===== src/rtl/aes_pkg.sv =====
// ========================================
// AES-128 only. Byte 0 sits in bits 127:120 as in FIPS-197
// S-boxes are built from GF(2^8) inversion, so they are deep logic
// ========================================

package aes_pkg;

	typedef logic [7:0] byte_t;
	typedef logic [31:0] word_t;
	typedef logic [127:0] block_t;
	typedef logic [3:0] round_idx_t;

	localparam int NUM_ROUNDS = 10;

	// Multiply by x modulo x^8 + x^4 + x^3 + x + 1
	function automatic byte_t gf_mul2(byte_t a);
		return {a[6:0], 1'b0} ^ (a[7] ? 8'h1b : 8'h00);
	endfunction

	function automatic byte_t gf_mul(byte_t a, byte_t b);
		byte_t p;
		byte_t x;
		int i;
		p = 8'h00;
		x = a;
		for (i = 0; i < 8; i++)
		begin
			if (b[i])
				p = p ^ x;
			x = gf_mul2(x);
		end
		return p;
	endfunction

	// x^254 is the multiplicative inverse, and zero maps to zero
	function automatic byte_t gf_inv(byte_t x);
		byte_t sq;
		byte_t acc;
		int i;
		sq = x;
		acc = 8'h01;
		for (i = 1; i < 8; i++)
		begin
			sq = gf_mul(sq, sq);
			acc = gf_mul(acc, sq);
		end
		return acc;
	endfunction

	function automatic byte_t sub_byte(byte_t x);
		byte_t y;
		y = gf_inv(x);
		return y ^ {y[6:0], y[7]} ^ {y[5:0], y[7:6]} ^ {y[4:0], y[7:5]}
			^ {y[3:0], y[7:4]} ^ 8'h63;
	endfunction

	// Undo the affine map first, then invert
	function automatic byte_t inv_sub_byte(byte_t x);
		byte_t y;
		y = {x[6:0], x[7]} ^ {x[4:0], x[7:5]} ^ {x[1:0], x[7:2]} ^ 8'h05;
		return gf_inv(y);
	endfunction

	// Row r moves right by r columns
	function automatic block_t inv_shift_rows(block_t b);
		block_t r;
		int c;
		int row;
		int src;
		r = b;
		for (c = 0; c < 4; c++)
		begin
			for (row = 0; row < 4; row++)
			begin
				src = row + 4 * ((c - row + 4) % 4);
				r[127 - 8 * (row + 4 * c) -: 8] = b[127 - 8 * src -: 8];
			end
		end
		return r;
	endfunction

	// Circulant matrix 0e 0b 0d 09
	function automatic word_t inv_mix_column(word_t w);
		byte_t a [4];
		word_t r;
		int i;
		for (i = 0; i < 4; i++)
			a[i] = w[31 - 8 * i -: 8];
		for (i = 0; i < 4; i++)
		begin
			r[31 - 8 * i -: 8] = gf_mul(a[i], 8'h0e)
				^ gf_mul(a[(i + 1) % 4], 8'h0b)
				^ gf_mul(a[(i + 2) % 4], 8'h0d)
				^ gf_mul(a[(i + 3) % 4], 8'h09);
		end
		return r;
	endfunction

	function automatic word_t rot_sub_word(word_t w);
		word_t r;
		r = {w[23:0], w[31:24]};
		return {sub_byte(r[31:24]), sub_byte(r[23:16]), sub_byte(r[15:8]),
			sub_byte(r[7:0])};
	endfunction

endpackage


===== src/rtl/key_store_if.sv =====
// ========================================
// Write side is a plain strobe, read side is combinational
// ========================================

interface key_store_if;

	logic wr_en;
	aes_pkg::round_idx_t wr_round;
	aes_pkg::block_t wr_key;
	aes_pkg::round_idx_t rd_round;
	aes_pkg::block_t rd_key;

	modport expander (
		output wr_en,
		output wr_round,
		output wr_key
	);

	modport store (
		input wr_en,
		input wr_round,
		input wr_key,
		input rd_round,
		output rd_key
	);

	modport cipher (
		output rd_round,
		input rd_key
	);

endinterface


===== src/rtl/round_key_store.sv =====
// ========================================
// Eleven round keys, no reset on the array
// Only entries 0 to 10 are ever addressed
// ========================================

module round_key_store (
	input logic CLK,
	key_store_if.store ks
);

	aes_pkg::block_t keys [0:aes_pkg::NUM_ROUNDS];

	always_ff @(posedge CLK)
	begin
		if (ks.wr_en)
			keys[ks.wr_round] <= ks.wr_key;
	end

	// Zero latency read for AddRoundKey
	assign ks.rd_key = keys[ks.rd_round];

endmodule


===== src/flat_wrapper.sv =====
// flat-port wrapper written by rule: the top's interface ports become plain ports
module round_key_store_flat 
  (CLK, ks_wr_en, ks_wr_round, ks_wr_key, ks_rd_round, ks_rd_key);
  key_store_if ks_i ();
  input logic CLK;
  input wire logic [$bits(ks_i.wr_en)-1:0] ks_wr_en;
  input wire logic [$bits(ks_i.wr_round)-1:0] ks_wr_round;
  input wire logic [$bits(ks_i.wr_key)-1:0] ks_wr_key;
  input wire logic [$bits(ks_i.rd_round)-1:0] ks_rd_round;
  output wire logic [$bits(ks_i.rd_key)-1:0] ks_rd_key;
  assign ks_i.wr_en = ks_wr_en;
  assign ks_i.wr_round = ks_wr_round;
  assign ks_i.wr_key = ks_wr_key;
  assign ks_i.rd_round = ks_rd_round;
  assign ks_rd_key = ks_i.rd_key;
  round_key_store u_core (.CLK(CLK), .ks(ks_i));
endmodule

===== config.mk =====
export PLATFORM = sky130hd
export DESIGN_NAME = round_key_store_flat
export DESIGN_NICKNAME = d
export VERILOG_FILES = /design/src/rtl/aes_pkg.sv /design/src/rtl/key_store_if.sv /design/src/rtl/round_key_store.sv /design/src/flat_wrapper.sv
export SDC_FILE = /design/constraint.sdc
export NUM_CORES = 1
export LEC_CHECK = 0
export ABC_AREA = 0
export ABC_CLOCK_PERIOD_IN_PS = 30600
export BUFFER_PORTS_ARGS = -buffer_cell sky130_fd_sc_hd__buf_2
export CORE_AREA = 8 8 570 404
export CTS_CLUSTER_DIAMETER = 40
export DETAILED_ROUTE_END_ITERATION = 7
export DIE_AREA = 0 0 578 412
export GPL_ROUTABILITY_DRIVEN = 0
export PLACE_DENSITY_LB_ADDON = 0.2
export SLEW_MARGIN = 40
export SYNTH_ARGS = -nofsm -noshare
export SYNTH_HDL_FRONTEND = slang
export SYNTH_SLANG_ARGS = --single-unit

===== constraint.sdc =====
create_clock -name CLK -period 30.6 [get_ports CLK]
set_input_delay 6.12 -clock CLK [delete_from_list [all_inputs] [get_ports CLK]]
set_output_delay 6.12 -clock CLK [all_outputs]
set_load 0.01 [all_outputs]

==> load_flow_metrics.sql <==
INSERT INTO impl_metrics (metric_group, metric, value, unit) VALUES
('setup_path', 'timing.critical_path.slowest_stage_cell', 'buf_4', ''),
('clock_network', 'cts_post_setup_buffers_inserted', '0', ''),
('timing', 'max_freq', '62.1', 'MHz'),
('clock_network', 'clock-root-buffer', 'clkbuf_16', ''),
('route', 'vias', '28214', ''),
('clock_network', 'htreeDepth', '4', ''),
('place', 'detailed_place_hpwl', '78400', 'um'),
('hold_path', 'worstHoldStart', 'ks_wr_key[16]', ''),
('setup_path', 'critPathBufInv', '6', ''),
('route', 'wire_per_inst', '24.4', 'um'),
('yosys', 'syn-num-nets', '3031', ''),
('run_status', 'status', 'finished, final reports clean', ''),
('setup_path', 'worst_path_dominant_cell_family', 'buffers and inverters', ''),
('yosys', 'unique_cell_type_count_in_the_yosys_netlist', '20', ''),
('floorplan', 'die_height', '412', 'um'),
('place', 'port-buffer-count', '265', ''),
('setup_path', 'setup.worst_path.end_class', 'output port', ''),
('final_layout', 'mostFrequentLayoutCells', '1408 x edfxtp_1, 384 x mux2_2, 262 x buf_2', ''),
('yosys', 'synthXorXnorAreaFrac', '0', '%'),
('run', 'cap_violations', '0', ''),
('yosys', 'number_of_synthesized_register_bits', '1408', ''),
('floorplan', 'floorplan.core_area', '0.222', 'sq mm'),
('yosys', 'synth_top_family_by_area', 'multiplexers', ''),
('final_layout', 'largest-register', 'u_core.keys', ''),
('place', 'preCtsSetupSlack', '14.12', 'ns'),
('timing', 'timing.setup.tns', '0', 'ns'),
('timing', 'postLayoutSetupSlackWorst', '14.50', 'ns'),
('timing', 'report.final.slew_viol_count', '0', ''),
('power', 'post-layout-total-power', '0.00476', 'W'),
('setup_path', 'crit_path_cell_trace', 'buf_8 > buf_4 > buf_12 > buf_16 > buf_6 > mux2_2 > o22ai_1 > o31ai_1 > buf_2', ''),
('yosys', 'yosys.area.top_type_share', '77.0', '%'),
('route', 'drt-initial-drc-count', '1825', ''),
('route', 'routed_wl', '155000', 'um'),
('clock_network', 'cts_tree', 'yes', ''),
('timing', 'whs', '5.61', 'ns'),
('timing', 'maxSlewHeadroom', '42.6', '%'),
('clock_network', 'clock_tree.buffer_depth', '4', ''),
('final_layout', 'layout.cells.most_common', 'edfxtp_1', ''),
('hold_path', 'hold_path.class', 'input port to register', ''),
('grt', 'globalRouteTotalUtil', '12.6', '%'),
('setup_path', 'path_max_fanout', '80', ''),
('clock_network', 'cts_made_buffers', '205', ''),
('yosys', 'synth_warnings', '0', ''),
('setup_path', 'critical-path-max-stage-delay', '0.61', 'ns'),
('yosys', 'post_synth_instance_area', '0.0549', 'sq mm'),
('timing', 'rsz0062_at_grt', 'false', ''),
('clock_network', 'cts_sink_count', '1408', ''),
('timing', 'worst-slew-pin-transition', '0.856', 'ns'),
('yosys', 'average_instance_area_after_synthesis', '19.0', 'sq um'),
('final_layout', 'number_of_flip_flops_in_the_largest_register', '1408', ''),
('timing', 'min_period_over_period', '52.6', '%'),
('clock_network', 'cts.clk_slew.worst_paths', '0.06', 'ns'),
('route', 'ant_nets', '0', ''),
('grt', 'wire_length_of_the_first_global_routing_pass', '218000', 'um'),
('floorplan', 'die_w', '578', 'um'),
('final_layout', 'area_growth_from_synthesis_to_layout', '22.0', '%'),
('yosys', 'synthMuxAreaShare', '12.5', '%'),
('yosys', 'synth-adder-area-share', '0', '%'),
('setup_path', 'setup.worst_path.class', 'input port to output port', ''),
('yosys', 'synth.top_cells.by_area', 'edfxtp_1 77%, mux2_2 7.9%, mux2i_1 4.7%', ''),
('clock_network', 'cts_repair_resize_count', '0', ''),
('grt', 'maximum_number_of_pins_on_one_net_before_global_route_repair', '92', ''),
('timing', 'final_hold_viol_count', '0', ''),
('yosys', 'synth_largest_area_cell', 'edfxtp_1', ''),
('setup_path', 'start_kind', 'input port', ''),
('floorplan', 'placementRows', '145', ''),
('route', 'detail_route.first_pass.iterations', '5', ''),
('final_layout', 'layout-drive-gt1-share', '31.2', '%'),
('power', 'power_leakage', '22.0', 'nW'),
('yosys', 'compound_gate_portion_of_the_synthesized_area', '7.00', '%'),
('floorplan', 'floorplan.die_area', '0.238', 'sq mm');
-- where the power goes --
group / total [W] / internal [W] / switching [W] / leakage [nW]
logic: 0.000246 / 0.0000866 / 0.000159 / 5.99
clock network: 0.00234 / 0.00145 / 0.000889 / 3.27
registers: 0.00217 / 0.00216 / 0.00000711 / 12.7
total: 0.00476 / 0.00370 / 0.00106 / 22.0
-- metrics by stage --
| stage | cells | area [sq um] |
|---|---|---|
| detailed placement | 5977 | 60000 |
| global placement | 5964 | 59600 |
| floorplan | 2893 | 54900 |
| global route | 6347 | 66900 |
| CTS | 6341 | 66800 |
| finish | 6360 | 67000 |
-- metal layers --
layer | wire length, um | GRT usage [%] | up-vias
met4 | 3450 | 3.00 | 16
met5 | 99 | 0 | -
met1 | 72600 | 17.5 | 14676
met3 | 8350 | 2.86 | 277
li1 | - | - | 12614
met2 | 70400 | 20.0 | 631
-- cell usage after synthesis --
library cell,n
or3b_2,1
nor2b_1,1
nand3b_1,2
a22o_1,128
mux2i_1,256
nand2b_1,131
clkbuf_4,1
o31ai_1,128
o22ai_1,128
buf_4,34
nor2_1,9
edfxtp_1,1408
buf_6,18
o211ai_1,128
buf_1,3
nor3_1,3
mux2_2,384
clkbuf_1,94
buf_2,34
nand2_1,2
-- kinds of logic after synthesis --
logic type	after synthesis
AOI/OAI and AO/OA	512
buffers and inverters	184
DFF	1408
muxes	640
and+or+nand+nor	149
-- worst paths after layout --
path                                      endpoint  slack (ns)  cells after the start
worst min-delay path  u_core.keys[6][16]$_DFFE_PP_        5.61                      1
worst max-delay path                 ks_rd_key[95]       14.50                      9
-- final cells by class --
class	count	area, sq um
Clock buffer	222	5190
Tap cell	2940	3680
Antenna cell	15	37.5
Multi-Input combinational cell	1301	11800
Fill cell	21577	155000
Clock inverter	142	1610
Timing Repair Buffer	332	2390
Sequential cell	1408	42300
(Power assumes the default switching activity.)
